--- src/ecc_pkg.sv ---
`default_nettype none

package ecc_pkg;

    localparam int DATA_W  = 106;
    localparam int CHECK_W = 8;
    localparam int INDEX_W = 7;

    typedef logic [DATA_W-1:0]  data_t;
    typedef logic [CHECK_W-1:0] check_t;
    typedef logic [INDEX_W-1:0] index_t;

    // ~~~~~~~~~~~~~~~~~~~~~~~~~~~~~~~~~~~~~~~~~~~~~~~~~~~~~~~~~~~
    // Check-column table
    // ~~~~~~~~~~~~~~~~~~~~~~~~~~~~~~~~~~~~~~~~~~~~~~~~~~~~~~~~~~~

    // Entry i is the syndrome produced when data bit i flips.
    // Bits 6..0 hold the Hamming position, bit 7 the overall parity share
    localparam check_t CHECK_COLUMNS [DATA_W] = '{
        8'b10000011, 8'b10000101, 8'b10000110, 8'b00000111, 8'b10001001, 8'b10001010,
        8'b00001011, 8'b10001100, 8'b00001101, 8'b00001110, 8'b10001111, 8'b10010001,
        8'b10010010, 8'b00010011, 8'b10010100, 8'b00010101, 8'b00010110, 8'b10010111,
        8'b10011000, 8'b00011001, 8'b00011010, 8'b10011011, 8'b00011100, 8'b10011101,
        8'b10011110, 8'b00011111, 8'b10100001, 8'b10100010, 8'b00100011, 8'b10100100,
        8'b00100101, 8'b00100110, 8'b10100111, 8'b10101000, 8'b00101001, 8'b00101010,
        8'b10101011, 8'b00101100, 8'b10101101, 8'b10101110, 8'b00101111, 8'b10110000,
        8'b00110001, 8'b00110010, 8'b10110011, 8'b00110100, 8'b10110101, 8'b10110110,
        8'b00110111, 8'b00111000, 8'b10111001, 8'b10111010, 8'b00111011, 8'b10111100,
        8'b00111101, 8'b00111110, 8'b10111111, 8'b11000001, 8'b11000010, 8'b01000011,
        8'b11000100, 8'b01000101, 8'b01000110, 8'b11000111, 8'b11001000, 8'b01001001,
        8'b01001010, 8'b11001011, 8'b01001100, 8'b11001101, 8'b11001110, 8'b01001111,
        8'b11010000, 8'b01010001, 8'b01010010, 8'b11010011, 8'b01010100, 8'b11010101,
        8'b11010110, 8'b01010111, 8'b01011000, 8'b11011001, 8'b11011010, 8'b01011011,
        8'b11011100, 8'b01011101, 8'b01011110, 8'b11011111, 8'b11100000, 8'b01100001,
        8'b01100010, 8'b11100011, 8'b01100100, 8'b11100101, 8'b11100110, 8'b01100111,
        8'b01101000, 8'b11101001, 8'b11101010, 8'b01101011, 8'b11101100, 8'b01101101,
        8'b01101110, 8'b11101111, 8'b01110000, 8'b11110001
    };

    // ~~~~~~~~~~~~~~~~~~~~~~~~~~~~~~~~~~~~~~~~~~~~~~~~~~~~~~~~~~~
    // Error classes
    // ~~~~~~~~~~~~~~~~~~~~~~~~~~~~~~~~~~~~~~~~~~~~~~~~~~~~~~~~~~~

    typedef enum logic [1:0] {
        ERR_NONE,
        ERR_DATA,
        ERR_CHECK,
        ERR_DOUBLE
    } err_class_e;

endpackage

`default_nettype wire

--- src/ecc_stage_if.sv ---
`timescale 1ns/100ps
`default_nettype none

// Result of the syndrome stage on its way to the correct stage
interface ecc_stage_if
    import ecc_pkg::*;
();

    logic   valid;
    data_t  data;
    check_t check;
    check_t syndrome;
    logic   bypass;

    modport producer (
        output valid,
        output data,
        output check,
        output syndrome,
        output bypass
    );

    modport consumer (
        input valid,
        input data,
        input check,
        input syndrome,
        input bypass
    );

endinterface

`default_nettype wire

--- src/ecc_106_top.sv ---
`timescale 1ns/100ps
`default_nettype none

module ecc_106_top
    import ecc_pkg::*;
(
    input  logic   clk,
    input  logic   reset,
    input  logic   in_valid,
    input  data_t  data_in,
    input  check_t parity_in,
    input  logic   bypass,
    output logic   out_valid,
    output data_t  data_out,
    output check_t parity_out,
    output logic   sbit_err,
    output logic   dbit_err
);

    ecc_stage_if stage_bus ();

    // First stage, syndrome and check bits
    ecc_syndrome_stage u_syndrome_stage (
        .clk       (clk),
        .reset     (reset),
        .in_valid  (in_valid),
        .data_in   (data_in),
        .parity_in (parity_in),
        .bypass    (bypass),
        .stage     (stage_bus.producer)
    );

    // Second stage, decode and correct
    ecc_correct_stage u_correct_stage (
        .clk        (clk),
        .reset      (reset),
        .stage      (stage_bus.consumer),
        .out_valid  (out_valid),
        .data_out   (data_out),
        .parity_out (parity_out),
        .sbit_err   (sbit_err),
        .dbit_err   (dbit_err)
    );

endmodule

`default_nettype wire

--- src/ecc_check_gen.sv ---
`timescale 1ns/100ps
`default_nettype none

module ecc_check_gen
    import ecc_pkg::*;
(
    input  data_t  data,
    output check_t check
);

    // Check bit k folds in every data bit whose column has bit k set
    always_comb begin
        check = '0;
        for (int k = 0; k < CHECK_W; k++) begin
            for (int i = 0; i < DATA_W; i++) begin
                if (CHECK_COLUMNS[i][k]) begin
                    check[k] = check[k] ^ data[i];
                end
            end
        end
    end

endmodule

`default_nettype wire

--- src/ecc_correct_stage.sv ---
`timescale 1ns/100ps
`default_nettype none

module ecc_correct_stage
    import ecc_pkg::*;
(
    input  logic          clk,
    input  logic          reset,
    ecc_stage_if.consumer stage,
    output logic          out_valid,
    output data_t         data_out,
    output check_t        parity_out,
    output logic          sbit_err,
    output logic          dbit_err
);

    err_class_e err_class;
    index_t     bit_index;
    data_t      flip_mask;
    logic       sbit_next;
    logic       dbit_next;

    ecc_syndrome_decode u_decode (
        .syndrome  (stage.syndrome),
        .err_class (err_class),
        .bit_index (bit_index)
    );

    // ~~~~~~~~~~~~~~~~~~~~~~~~~~~~~~~~~~~~~~~~~~~~~~~~~~~~~~~~~~~
    // Correction and flags
    // ~~~~~~~~~~~~~~~~~~~~~~~~~~~~~~~~~~~~~~~~~~~~~~~~~~~~~~~~~~~

    always_comb begin
        flip_mask = '0;
        if (err_class == ERR_DATA && !stage.bypass) begin
            flip_mask = data_t'(1) << bit_index;
        end
    end

    assign sbit_next = !stage.bypass && (err_class == ERR_DATA || err_class == ERR_CHECK);
    assign dbit_next = !stage.bypass && (err_class == ERR_DOUBLE);

    // Flags drop back to low on idle cycles
    always_ff @(posedge clk) begin
        if (reset) begin
            out_valid <= 1'b0;
            sbit_err  <= 1'b0;
            dbit_err  <= 1'b0;
        end else begin
            out_valid <= stage.valid;
            sbit_err  <= stage.valid && sbit_next;
            dbit_err  <= stage.valid && dbit_next;
        end
    end

    always_ff @(posedge clk) begin
        if (stage.valid) begin
            data_out   <= stage.data ^ flip_mask;
            parity_out <= stage.check;
        end
    end

endmodule

`default_nettype wire

--- src/ecc_syndrome_decode.sv ---
`timescale 1ns/100ps
`default_nettype none

module ecc_syndrome_decode
    import ecc_pkg::*;
(
    input  check_t     syndrome,
    output err_class_e err_class,
    output index_t     bit_index
);

    logic single_bit;

    // Exactly one bit set points at a check bit
    assign single_bit = (syndrome != '0) && ((syndrome & (syndrome - 1'b1)) == '0);

    always_comb begin
        err_class = ERR_DOUBLE;
        bit_index = '0;
        if (syndrome == '0) begin
            err_class = ERR_NONE;
        end else if (single_bit) begin
            err_class = ERR_CHECK;
        end else begin
            // No column is one-hot, so the data search never overlaps the case above
            for (int i = 0; i < DATA_W; i++) begin
                if (syndrome == CHECK_COLUMNS[i]) begin
                    err_class = ERR_DATA;
                    bit_index = index_t'(i);
                end
            end
        end
    end

endmodule

`default_nettype wire

--- src/ecc_syndrome_stage.sv ---
`timescale 1ns/100ps
`default_nettype none

module ecc_syndrome_stage
    import ecc_pkg::*;
(
    input  logic          clk,
    input  logic          reset,
    input  logic          in_valid,
    input  data_t         data_in,
    input  check_t        parity_in,
    input  logic          bypass,
    ecc_stage_if.producer stage
);

    check_t check_calc;
    check_t syndrome;

    ecc_check_gen u_check_gen (
        .data  (data_in),
        .check (check_calc)
    );

    // A zero syndrome means the received check bits agree with the data
    assign syndrome = check_calc ^ parity_in;

    always_ff @(posedge clk) begin
        if (reset) begin
            stage.valid <= 1'b0;
        end else begin
            stage.valid <= in_valid;
        end
    end

    // Payload only moves when a word is presented
    always_ff @(posedge clk) begin
        if (in_valid) begin
            stage.data     <= data_in;
            stage.check    <= check_calc;
            stage.syndrome <= syndrome;
            stage.bypass   <= bypass;
        end
    end

endmodule

`default_nettype wire

--- config.mk ---
export PLATFORM = sky130hd
export DESIGN_NAME = ecc_106_top
export DESIGN_NICKNAME = d
export VERILOG_FILES = /design/src/ecc_pkg.sv /design/src/ecc_stage_if.sv /design/src/ecc_106_top.sv /design/src/ecc_check_gen.sv /design/src/ecc_correct_stage.sv /design/src/ecc_syndrome_decode.sv /design/src/ecc_syndrome_stage.sv
export SDC_FILE = /design/constraint.sdc
export NUM_CORES = 1
export LEC_CHECK = 0
export BUFFER_PORTS_ARGS = -buffer_cell sky130_fd_sc_hd__buf_2
export CAP_MARGIN = 0
export CORE_ASPECT_RATIO = 1.75
export CORE_MARGIN = 5
export CORE_UTILIZATION = 45
export CTS_CLUSTER_DIAMETER = 100
export DETAILED_ROUTE_END_ITERATION = 6
export PLACE_DENSITY = 0.71
export SETUP_SLACK_MARGIN = 0.02
export SLEW_MARGIN = 0
export SYNTH_ARGS = -nofsm -noshare
export SYNTH_HDL_FRONTEND = slang
export SYNTH_SLANG_ARGS = --single-unit
--- constraint.sdc ---
create_clock -name clk -period 4.6 [get_ports clk]
set_input_delay 0.69 -clock clk [delete_from_list [all_inputs] [get_ports clk]]
set_output_delay 0.69 -clock clk [all_outputs]
set_load 0.005 [all_outputs]
==> flow_results.org, run 1 <==
** Flow run
- Reported max-cap violation count :: 0

** STA
- Final Cycle Share :: 87.71%
- Once routing completed, OpenROAD measured the worst setup slack at 565.4 ps.
- Clock Skews :: 23.04 ps
- In the final timing run, aggregate negative setup slack is 0 ps.
- Setup repair after global routing left no endpoint under its margin.
- Worst Hold Margin :: 315.0 ps
- The count of final hold-check violations came to 0.
- Measured against its own limit, the worst slew margin works out to approximately two fifths.
- At the pin with the least slew margin, the transition time is 877.3 ps.
- Max Slew Vio Count :: 0
- Fmax :: 247.9 MHz
- # setup viols final :: 0
- Post-layout minimum cycle time :: 4035 ps

** CTS
- Clock tree synthesis found a total of 241 sinks.
- No sink is reached through more buffers than the 3 on the longest clock path.
- Post-CTS repair changed the size of 0 cells.
- Clock latency on the worst-skew pair, taken at its later pin, is 540 ps.
- Once the clock tree was built, the setup fixing pass inserted 0 buffers.
- Buffers inserted to repair hold after CTS numbered 0.
- CTS buffer count :: 23
- Clock-pin slew was measured on the worst setup and hold paths at 70 ps.
- Number of H-tree branching levels :: 1
- Cell at the root of the clock tree :: sky130_fd_sc_hd__clkbuf_16
- TritonCTS built the clock tree.

** Hold path
- The worst hold path belongs to the class in2reg.

** Drt
- Wire length reported by the detailed router :: 47,050 um
- DR iter-0 viols :: 818
- Antenna violation net count after detailed routing :: 0
- Number of remaining DRC errors :: 0
- Using the TritonRoute via totals, the vias-per-cell ratio works out to ~5.5.
- Routed length per instance :: 27.06 um
- Via count :: 9,627
- The pre-antenna-repair detailed-routing pass consisted of 5 iterations.

** Final layout
- Leaving out fill and tap cells, the most frequent cell in the layout is sky130_fd_sc_hd__xnor2_1.
- With fillers left out, the area of the finished cells amounts to 16,090 sq um.
- The post-route netlist has 28.98% of its cells at a drive strength greater than 1.
- Non-filler instance count after layout :: 1,739
- Most frequent cells in the layout :: 259 x sky130_fd_sc_hd__xnor2_1, 237 x sky130_fd_sc_hd__edfxtp_1, 233 x sky130_fd_sc_hd__buf_2, 90 x sky130_fd_sc_hd__xor2_1, 77 x sky130_fd_sc_hd__buf_4
- Area Growth Syn to Fin :: 20.96%
- After filler insertion, the fill cell instance count of the layout stands at 2,564.
- After the last flow step, the layout net total stands at around 1,500.

** Worst setup path
- STA classifies the critical path startpoint as a flop.
- For the worst setup path, the data required time is 4880 ps.
- For this design, the slowest cell found on the critical path is sky130_fd_sc_hd__edfxtp_1.
- The worst setup path is captured at a flop.
- By instance count, the cell type seen most on the critical path is sky130_fd_sc_hd__buf_4.
- The critical path is of the reg2reg type.
- Worst endpoint data arrival time :: roughly 4300 ps
- Maximum fanout encountered on the critical timing path :: 15
- Crit-path cells :: buf_4 > nand4bb_1 > buf_4 > a2bb2oi_1 > a21oi_1 > nor3_1 > nand3_1 > ha_1 > inv_1 > nor2_1 > nand4_4 > nor3_2 > buf_4 > nand2_1 > xnor2_1
- In this design, the stage delay of the slowest critical-path cell is 680 ps.

** Floorplan
- Initial core utilization :: 45.41%
- From left edge to right edge, the die measures 139.9 um.
- Ports :: 235
- The initialized floorplan defines 83 standard-cell rows.
- Measured along the y axis, the die boundary spans approximately 240 um.
- Die area :: roughly 33,000 sq um
- Placeable core region :: 29,290 sq um

** Synth
- The synthesized design contains 241 register bits.
- Top cell type by total area after synthesis :: sky130_fd_sc_hd__edfxtp_1
- Counting flops with a built-in enable in the synthesized netlist gives 237.
- After synthesis, the share of flip-flops with an asynchronous set or reset is 0%.
- During synthesis, Yosys emitted a total of 0 warnings.
- Each instance of the synthesized netlist takes up on average 12.69 sq um.
- Synthesized netlist net count :: 1,168
- The synthesized design devotes to its leading area cell type 53.52% of total area.
- Sorting the synthesized cells by area gives the leading types as sky130_fd_sc_hd__edfxtp_1 54%, sky130_fd_sc_hd__xnor2_1 17%, sky130_fd_sc_hd__xor2_1 5.9%.
- Number of distinct library cell variants in the gate-level netlist after synthesis :: 81
- For this run, the leading register cell type out of synthesis is sky130_fd_sc_hd__edfxtp_1.
- Post-synthesis sequential area ratio :: a little over half
- Count of mapped cells out of synthesis :: around 1,000
- Synth Cell Area :: 13,300 sq um

** Placed design
- The number of placed instances, taps included, is 1,697.
- The count of buffers added on input and output ports is about 230.
- Summed over all nets, the half-perimeter wirelength after detailed placement is 36,950 um.
- After detailed placement, the total cell area comes to 15,330 sq um.
- Routability-driven placement finished with a final weighted congestion of ~0.93.
- Prior to clock tree synthesis, the placed netlist has a worst setup slack of approximately 630 ps.

** Power and ir drop
- VDD sags by at most 0.3685 mV.
- Leakage Power :: 5.851 nW
- Areal power density over the cells :: 668.0 nW/um^2

** GRT
- The number of antenna violations at the first check in global routing came to 1.
- Global-route wire length before repair :: 67,640 um
- Largest net degree at the start of global routing :: 68
- All-Layer GR Usage :: 27.78%
- Number of global-route vias before repair :: roughly 10,000
- Total congestion overflow :: 0

** Status
- Result of the run :: finished clean
[where the power goes]
part	internal [W]	switching (W)	leakage, nW	total (W)
registers	0.00284	0.000274	2.31	0.00312
logic	0.00221	0.00346	3.17	0.00567
clock network	0.00109	0.000864	0.370	0.00195
[cell families after synthesis]
logic type / Yosys count / synth area share, %
muxes: 6 / 0.4611
and+or+nand+nor: 314 / 13.67
adders and majority gates: 4 / 0.3387
xor gates and xnor gates: 362 / 25.14
DFF: 241 / 54.12
AOI/OAI and AO/OA: 67 / 3.792
buffers and inverters: 54 / 2.475
[synthesized netlist by cell type (all sizes together) (3+ instances only)]
library cell / count
nand2b: 33
nor2: 69
o21ai: 7
o32ai: 8
or4: 6
nand3b: 7
or3b: 3
o31ai: 3
xnor2: 261
nand2: 63
or4b: 7
and3: 6
nor4b: 3
a31oi: 5
buf: 39
or2: 4
nor4: 9
mux2i: 5
nor2b: 9
xnor3: 6
nand3: 22
xor2: 93
nor3b: 4
clkbuf: 10
edfxtp: 237
nor3: 36
nand4: 7
or3: 9
and4: 6
o22ai: 8
nand4b: 4
o2111ai: 3
inv: 5
dfxtp: 4
a21oi: 11
[worst max-delay path, delay by kind of cell, from the launching register on]
family,cells,cell delay (ps)
AO/OA/AOI/OAI,2,450
XOR/XNOR,1,130
adder cells (fa/ha/maj),1,150
buffers and inverters,4,890
flip-flops,1,680
AND/OR/NAND/NOR,7,1460
[per-layer routing]
layer / vias to the layer above / track usage, % / share of wire (%)
li1: 4289 / - / -
met1: 4698 / 28.06 / 32
met2: 473 / 52.23 / 54
met3: 167 / 3.261 / 4.9
met4: 0 / 19.34 / 8.6
met5: - / 0 / 0
[final timing paths]
check	from	to	slack [ps]	cells past startpoint
worst min-delay path	reset	u_syndrome_stage.stage.valid$_SDFF_PP0_	310	2
worst max-delay path	u_syndrome_stage.stage.syndrome[7]$_DFFE_PP_	u_correct_stage.data_out[67]$_DFFE_PP_	570	15
worst min register to register	u_syndrome_stage.stage.check[4]$_DFFE_PP_	u_correct_stage.parity_out[4]$_DFFE_PP_	420	0
worst max register to register	u_syndrome_stage.stage.syndrome[7]$_DFFE_PP_	u_correct_stage.data_out[67]$_DFFE_PP_	570	15
[area by class of cell]
type	count	area, sq um	share of cell area [%]
flip-flops and latches	241	7201	44.77
multi-input cells	753	5772	35.88
repair buffers	316	1864	11.59
clock buffers	24	579.3	3.601
well taps	382	478.0	2.971
clock inverters	17	170.2	1.058
inverters	5	18.77	0.1167
diodes	1	2.502	0.01556
[metrics by stage]
stage	utilization [%]	total power [W]
after global placement	52.36	0.008776
final	54.93	0.01074
after CTS	54.92	0.01070
after global routing	54.93	0.01114
after floorplan	-	0.006443
after detailed placement	52.36	0.008724
[state kept, by name, indices dropped and copies added, names as in the netlist]
register,cells
u_syndrome_stage.stage.data,106
u_correct_stage.data_out,106
u_syndrome_stage.stage.bypass,1
u_correct_stage.dbit_err,1
u_syndrome_stage.stage.syndrome,8
u_correct_stage.parity_out,8
u_correct_stage.out_valid,1
u_syndrome_stage.stage.valid,1
u_correct_stage.sbit_err,1
u_syndrome_stage.stage.check,8
(Power assumes the default switching activity.)
==> run 2: changes to the inputs <==
- ABC_AREA: not set -> 1
- GPL_TIMING_DRIVEN: not set -> 0
==> run 2 against run 1 <==
Core utilization decreased by 1.2 points. Worst hold slack better by 37 ps. Non-clock buffer count down 39. Count of clock-buffer cells in the layout is 3 higher. Critical path type unchanged. Combinational power fell by 34%. Largest power group unchanged. Clock skew down 4.7 ps. Final cell count rose by 15%. Sequential cell count unchanged. Cell area increased by 3.0%.
==> flow_results.org, run 2 <==
** Synth
- Total of warnings raised by yosys :: 0 (unchanged)
- Number of distinct library cell variants in the gate-level netlist after synthesis :: 30 (-63%)
- Among all flip-flop cells after synthesis, the most frequent one is sky130_fd_sc_hd__edfxtp_1.
- The mean area per synthesized cell is 10.59 sq um (-17%).
- Top cell type's share of synthesized area :: 50.74% (-2.8 points)
- Number of flops mapped to enable cells by yosys :: 237 (unchanged)
- Synth Cell Area :: 14,030 sq um (+5.5%)
- Top cell type by total area after synthesis :: sky130_fd_sc_hd__edfxtp_1
- The proportion of synthesized flip-flops having asynchronous set or reset is 0% (unchanged).
- The number of register bits inferred by synthesis was 241 (unchanged).
- Count of mapped cells out of synthesis :: 1,324 (+26%)
- Most instantiated library cell after synthesis :: sky130_fd_sc_hd__xnor2_1
- The portion of the post-synthesis area used by sequential elements was 51.31% (-2.8 points).
- Synthesized netlist net count :: 1,444 (+24%)
- Top post-synthesis cells by area :: sky130_fd_sc_hd__edfxtp_1 51%, sky130_fd_sc_hd__xnor2_1 22%, sky130_fd_sc_hd__xor2_1 9.1%
- Most common library cells after synthesis :: 346 x sky130_fd_sc_hd__xnor2_1, 237 x sky130_fd_sc_hd__edfxtp_1, 176 x sky130_fd_sc_hd__nor2_1, 145 x sky130_fd_sc_hd__xor2_1, 116 x sky130_fd_sc_hd__inv_1

** Final layout
- Fraction of final layout cells sized beyond drive strength 1 :: 19.23% (-9.8 points)
- Post-route core utilization :: 53.70% (-1.2 points)
- The area growth from synthesis to layout is 18.07%.
- The net total in the final layout is 1,706 (+17%).
- Most common library cell in the layout ignoring fill and taps :: sky130_fd_sc_hd__xnor2_1
- Most frequent cells in the layout :: 346 x sky130_fd_sc_hd__xnor2_1, 237 x sky130_fd_sc_hd__edfxtp_1, 235 x sky130_fd_sc_hd__buf_2, 170 x sky130_fd_sc_hd__nor2_1, 145 x sky130_fd_sc_hd__xor2_1
- Post-route cell area :: 16,560 sq um (+3.0%)
- The antenna diode count came to 0 (-1).
- Top flop regs :: u_correct_stage.data_out x106, u_syndrome_stage.stage.data x106

** GRT
- The pin count of the biggest net entering global routing was 100 (+47%).
- The overall overflow remaining after global route is 0 (unchanged).
- The number of antenna violations at the first check in global routing is 0 (-1).
- The met3 usage was 2.609% (-0.65 points).
- Most used routing layer in global routing :: met2
- Number of global-route vias before repair :: 10,770 (+6.3%)
- GR met2 Demand/Resource :: 53.29% (+1.1 points)
- Global-route wire length before repair :: 70,710 um (+4.5%)
- GR met1 Demand/Resource :: 30.21% (+2.1 points)
- All-Layer GR Usage :: 28.19% (+0.41 points)

** Drt
- DR iter-0 viols :: 777 (-5.0%)
- The DRC violation count after routing is 0 (unchanged).
- The routed length per instance was 25.13 um (-7.1%).
- Antenna violation net count after detailed routing :: 0 (unchanged)
- The vias per cell was 5.183 (-6.4%).
- The number of vias in the routed layout came to 10,330 (+7.3%).
- The detailed-router iteration count before antenna repair came to 5 (unchanged).
- The sum of routed wire length over all layers was 50,080 um (+6.4%).

** Placed design
- Half-perimeter wire length after detailed placement :: 41,070 um (+11%)
- The number of input and output port buffers inserted came to 234 (unchanged).
- The instance area at placement is 15,750 sq um (+2.7%).
- Placement Setup Slack :: -312.5 ps (-944.9 ps)
- Final Wtd Congestion :: 0.9727 (+4.2%)

** Worst setup path
- The arrival time reported for the critical path endpoint came to 4700 ps (+390 ps).
- Critical path required time :: 4870 ps (about the same)
- The delay of the slowest critical-path stage was 490 ps (-190 ps).
- Maximum fanout encountered on the critical timing path :: 5 (-10)
- By instance count, the cell type seen most on the critical path is sky130_fd_sc_hd__nand4_1.
- The worst setup path is of the reg2reg kind.
- The slowest stage of the critical path is the sky130_fd_sc_hd__edfxtp_1 cell.
- Delay-heaviest family, CP :: simple AND/OR/NAND/NOR gates
- Worst setup EP type :: flop
- Buf+Inv Stages, Crit Path :: 1 (-3)
- Nature of the critical path startpoint :: flop

** CTS
- Clock-pin slew on the worst setup and hold paths :: 70 ps (about the same)
- Cell at the root of the clock tree :: sky130_fd_sc_hd__clkbuf_16
- The CTS buffer count came to 23 (unchanged).
- TritonCTS built the clock tree.
- The clock latency on the worst-skew pair came to 530 ps (about the same).
- The H-tree depth was 1 (unchanged).
- Num Clock Sinks :: 241 (unchanged)
- The post-cts hold buffer count is 0 (unchanged).
- Max clock buf depth :: 3 (unchanged)

** Power and ir drop
- The internal power contribution is 0.005111 W (-17%).
- The clock power share was 22.2% (+4.0 points).
- Switching power as a share of total power :: 40.93% (-1.9 points)
- The sequential cell fraction of total power is 34.4% (+5.4 points).
- Peak VDD IR :: 0.4687 mV (+27%)
- The combinational cell fraction of total power came to 43.5% (-9.3 points).
- The total power density per cell area was 522.4 nW/um^2 (-22%).
- The switching power of the nets was 0.003541 W (-23%).
- Leakage Power :: 6.181 nW (+5.6%)

** Floorplan
- Die X :: 143.5 um (+2.5%)
- Initial core utilization :: 45.48% (+0.074 points)
- The floorplan die area was 34,940 sq um (+5.2%).
- Height of the die :: 243.6 um (+2.6%)
- The area of the core is 30,840 sq um (+5.3%).
- The number of rows created at floorplan was 85 (+2.4%).
- The number of I/O pins was 235 (unchanged).

** STA
- Worst Hold Margin :: 352.5 ps (+37.49 ps)
- Max Slew Vio Count :: 0 (unchanged)
- Actual slew at the worst max-slew pin :: 844.3 ps (-33.01 ps)
- Setup repair after global routing missed its margin :: true
- The remaining max-slew budget at the tightest pin came to 43.71% (+2.2 points).
- # setup viols final :: 0 (unchanged)
- Fmax :: 225.8 MHz (-8.9%)
- The count of final hold-check violations is 0 (unchanged).
- Clock Skews :: 18.34 ps (-4.700 ps)
- PnR worst setup slack :: 172.1 ps (-393.3 ps)
- Final Cycle Share :: 96.26% (+8.5 points)
- The post-route minimum period came to 4428 ps (+393.3 ps).

** Status
- Result of the run :: finished clean

** Flow run
- Reported max-cap violation count :: 0 (unchanged)

** Hold path
- In this run the worst hold path is classified as in2reg.
## run 2: cell types whose count changed in the layout (fill, tap and decap cells not counted), sizes merged, moves of 17 or more
| cell | change |
|---|---|
| buf | -77 |
| xor2 | +52 |
| clkbuf | +41 |
| xnor2 | +85 |
| nor3 | -17 |
| nand4 | +33 |
| nand2 | +57 |
| nand2b | -33 |
| inv | +117 |
| nor2 | +109 |
## run 2: final cells by class
class                      count  area (sq um)
multi-input combinational    917          6252
timing repair buffer         237          1240
clock buffer                  27         590.6
tap                          391         489.2
clock inverter                14         158.9
fill                        2848         14280
inverter                     126         473.0
sequential                   241          7201
buffer                        40         157.7
## run 2: power groups by stage
stage	Sequential [W]	Clock (W)	Combinational, W
3_5_place_dp	0.00301	0	0.00365
3_3_place_gp	0.00302	0	0.00361
6_report	0.00297	0.00192	0.00376
2_1_floorplan	0.00299	0	0.00227
5_1_grt	0.00299	0.00203	0.00396
4_1_cts	0.00297	0.00195	0.00367
## run 2: timing repair
action                     4_1_cts  5_1_grt
buffers inserted                 0        1
resized for setup                6       18
pin swaps                        0        2
setup endpoints to repair       50       34
## run 2: layer usage
| layer | vias up | part of all wire, % |
|---|---|---|
| li1 | 4814 | - |
| met1 | 4950 | 34 |
| met2 | 433 | 55 |
| met3 | 133 | 4.8 |
| met4 | 0 | 6.2 |
| met5 | - | 0 |
## run 2: final timing paths
kind                                                startpoint                                       to  slack [ps]  depth (start not counted)
setup / recovery  u_syndrome_stage.stage.syndrome[2]$_DFFE_PP_    u_correct_stage.data_out[0]$_DFFE_PP_         170                         34
hold / removal                                          bypass  u_syndrome_stage.stage.bypass$_DFFE_PP_         350                          1
setup reg to reg  u_syndrome_stage.stage.syndrome[2]$_DFFE_PP_    u_correct_stage.data_out[0]$_DFFE_PP_         170                         34
hold reg to reg      u_syndrome_stage.stage.check[3]$_DFFE_PP_  u_correct_stage.parity_out[3]$_DFFE_PP_         420                          0
## run 2: kinds of logic after synthesis
group	count (synthesis)	share of synthesized area [%]
AOI/OAI and AO/OA	20	0.8474
xor gates and xnor gates	491	30.66
adders and majority gates	2	0.1784
buffers and inverters	166	4.442
DFF	241	51.31
and+or+nand+nor	404	12.57
## run 2: through the flow
stage	std cells	power, W	setup TNS [ps]
final	1993	0.008652	0
after global routing	1993	0.008982	-3.167
after CTS	1992	0.008586	0
after detailed placement	1951	0.006662	-8382
after global placement	1949	0.006633	-2080
after floorplan	1324	0.005254	0
==> run 3: changes to the inputs <==
--- a/config.mk
+++ b/config.mk
@@ -16,4 +16,5 @@
 export GPL_TIMING_DRIVEN = 0
 export PLACE_DENSITY = 0.71
+export REMOVE_ABC_BUFFERS = 1
 export SETUP_SLACK_MARGIN = 0.02
 export SLEW_MARGIN = 0
==> constraint.sdc (replaced) <==
create_clock -name clk -period 4.6 [get_ports clk]
set_input_delay 1.38 -clock clk [delete_from_list [all_inputs] [get_ports clk]]
set_output_delay 1.38 -clock clk [all_outputs]
set_load 0.005 [all_outputs]
==> run 3 against run 2 <==
Via count decreased by 0.12%. Sequential cell count did not move. Critical path type unchanged. Clock skew decreased by 2.4 ps. Core utilization is 0.37 points lower. Register-to-register slack lost 140 ps.
==> flow_results.org, run 3 (synthesized netlist as in run 2, its figures left out) <==
** Floorplan
- Ports :: 235 (unchanged)
- The area of the core is 30,840 sq um (unchanged).
- The initial cell density of the core came to 45.48% (unchanged).
- Site Rows :: 85 (unchanged)
- Die area :: 34,940 sq um (unchanged)
- The y dimension of the die is 243.6 um (unchanged).
- Die X :: 143.5 um (unchanged)

** Hold path
- The path with the worst hold slack has its endpoint at u_correct_stage.parity_out[0]$_DFFE_PP_.
- Worst hold path depth :: 0 (-1)
- Origin of the worst min-delay path :: u_syndrome_stage.stage.check[0]$_DFFE_PP_
- The min-delay analysis places its worst path in the category reg2reg.

** Worst setup path
- Critical-path cell with the highest stage delay :: sky130_fd_sc_hd__edfxtp_1
- Launch instance of the worst register-to-register path :: u_syndrome_stage.stage.syndrome[7]$_DFFE_PP_
- The arrival time reported for the critical path endpoint was 4860 ps (+160 ps).
- STA classifies the critical path startpoint as a flop.
- Register-to-register path setup slack :: 30 ps (-140 ps)
- Type of the worst setup path :: reg2reg
- Setup crit start :: u_syndrome_stage.stage.syndrome[7]$_DFFE_PP_
- Critical path required time :: 4890 ps (+20 ps)
- Worst setup EP type :: flop
- Length in cells of the worst reg-to-reg path :: 36 (+5.9%)
- Among the stages of the critical path, the cell type that occurs most often is sky130_fd_sc_hd__nand4_1.
- Delay contributed by the slowest stage of the critical path :: 480 ps (about the same)
- R2r endpoint :: u_correct_stage.data_out[0]$_DFFE_PP_
- Maximum fanout encountered on the critical timing path :: 7 (+2)

** Drt
- The detailed router's first-iteration violation count came to 620 (-20%).
- The vias per cell is 5.256 (+1.4%).
- Via count :: 10,320 (-0.12%)
- The number of nets with antenna violations after detailed routing was 0 (unchanged).
- Number of remaining DRC errors :: 0 (unchanged)
- Wire length reported by the detailed router :: 49,920 um (-0.32%)
- Routed length per instance :: 25.43 um (+1.2%)
- Drt first pass iters :: 5 (unchanged)

** STA
- The worst hold slack across all endpoints came to 419.8 ps (+67.37 ps).
- Clock Skews :: 15.90 ps (-2.443 ps)
- The slew at the pin closest to its max-slew limit came to 922.7 ps (+78.36 ps).
- Fmax :: 219.0 MHz (-3.0%)
- Headroom to the max-slew limit :: 38.05% (-5.7 points)
- Post-layout minimum cycle time :: 4565 ps (+137.5 ps)
- The worst setup slack after layout is 34.64 ps (-137.5 ps).
- The count of final hold-check violations was 0 (unchanged).
- Setup repair after global routing missed its margin :: true
- # setup viols final :: 0 (unchanged)
- Final Cycle Share :: 99.25% (+3.0 points)
- The count of final max-slew check failures was 0 (unchanged).

** GRT
- The first-pass GRT wire length was 70,880 um (+0.23%).
- Largest net degree at the start of global routing :: 69 (-31%)
- The overall overflow remaining after global route was 0 (unchanged).
- The number of antenna violations at the first check in global routing came to 2 (+2).
- The overall global routing resource usage was 28.16% (about the same).
- Number of global-route vias before repair :: 10,760 (-0.12%)

** Final layout
- Most common library cell in the layout ignoring fill and taps :: sky130_fd_sc_hd__xnor2_1
- Fill cell instance count of the final layout :: 2,793 (-1.9%)
- The largest registers in the layout are u_correct_stage.data_out x106, u_syndrome_stage.stage.data x106.
- Area Growth Syn to Fin :: 17.26%
- The utilization after layout was 53.33% (-0.37 points).
- The top cell types in the final layout, fill and taps aside, are 346 x sky130_fd_sc_hd__xnor2_1, 237 x sky130_fd_sc_hd__edfxtp_1, 233 x sky130_fd_sc_hd__buf_2, 169 x sky130_fd_sc_hd__nor2_1, 145 x sky130_fd_sc_hd__xor2_1.
- The share of final-layout standard cells stronger than drive strength 1 came to 19.94% (+0.71 points).
- Nets :: 1,675 (-1.8%)

** Flow run
- The number of maximum-capacitance violations was 0 (unchanged).

** Power and ir drop
- The total power density per cell area was 521.2 nW/um^2 (-0.22%).
- The static leakage came to 6.133 nW (-0.77%).
- Peak VDD IR :: 0.5011 mV (+6.9%)

** CTS
- The H-tree depth came to 1 (unchanged).
- Cts hold-fix bufs :: 0 (unchanged)
- Cell at the root of the clock tree :: sky130_fd_sc_hd__clkbuf_16
- Num Clock Sinks :: 241 (unchanged)
- Clk Latency, worst-skew pair :: 530 ps (about the same)
- TritonCTS built the clock tree.
- The CTS buffer count is 23 (unchanged).
- The maximum number of buffers from clock root to sink was 3 (unchanged).
- Clock-pin slew on the worst setup and hold paths :: 70 ps (about the same)

** Placed design
- Placement Setup Slack :: -290.4 ps (+22.12 ps)
- The number of input and output port buffers inserted is 234 (unchanged).
- Final Wtd Congestion :: 0.9646 (-0.83%)
- Half-perimeter wire length after detailed placement :: 40,490 um (-1.4%)

** Status
- Result of the run :: finished clean
run 3: cell types whose count changed in the layout (fill, tap and decap cells not counted), sizes merged:
cell,delta
buf,+6
nor2,+1
clkinv,+3
clkinvlp,-1
clkbuf,-40
inv,+1
bufinv,-2
diode,+2
run 3: worst max-delay path, delay by kind of cell (launching register included):
family / cells / cell delay, ps
buf+inv: 2 / 170
flops: 1 / 480
simple gates: 34 / 3650
run 3: timing repair:
action | in CTS | in global routing
pin swaps | 3 | 2
gates resized for setup | 11 | 5
cloned | 1 | 0
endpoints found under the hold margin | 0 | 0
buffers inserted | 3 | 4
setup endpoints to repair | 1 | 77
run 3: worst max-delay path by stage:
stage	depth (start not counted)	slack (ps)	to
6_report	36	30	u_correct_stage.data_out[0]$_DFFE_PP_
3_3_place_gp	15	-4950	u_correct_stage.data_out[76]$_DFFE_PP_
2_1_floorplan	17	-1390	u_correct_stage.data_out[0]$_DFFE_PP_
5_1_grt	35	-280	u_correct_stage.data_out[0]$_DFFE_PP_
3_5_place_dp	32	-290	u_correct_stage.data_out[0]$_DFFE_PP_
4_1_cts	19	20	u_correct_stage.data_out[0]$_DFFE_PP_
run 3: cell type report:
type	instances	area (sq um)	area share, %
antenna	2	5.005	0.03043
clock buffer	25	583.1	3.545
clock inverter	15	112.6	0.6846
inverter	126	473.0	2.875
multi-input combinational	918	6256	38.03
sequential	241	7201	43.78
tap	391	489.2	2.974
timing repair buffer	245	1329	8.078
run 3: report_power, final:
part           switching [W]  leakage (nW)  internal [W]  total [W]
Sequential          0.000143          2.31       0.00283    0.00297
Combinational        0.00251          3.50       0.00128    0.00379
Clock               0.000834         0.331      0.000975    0.00181
run 3: layer usage:
layer  wire length (um)  track usage, %  part of all wire [%]  vias up
met5                  0               0                     0        -
met4               3360           15.74                   6.7        0
met3               2272           2.982                   4.6      127
met2              27170           52.67                    54      392
met1              17110           30.02                    34     5056
li1                   -               -                     -     4743
run 3: stage by stage:
step                      area (sq um)  total power [W]  instances  setup TNS, ps
after floorplan                  13880         0.005115       1284        -124870
final                            16450         0.008573       1963              0
after global routing             16450         0.008973       1963         -278.3
after CTS                        16400         0.008529       1957              0
after detailed placement         15650         0.006627       1913         -290.4
after global placement           15540         0.006318       1909        -476980
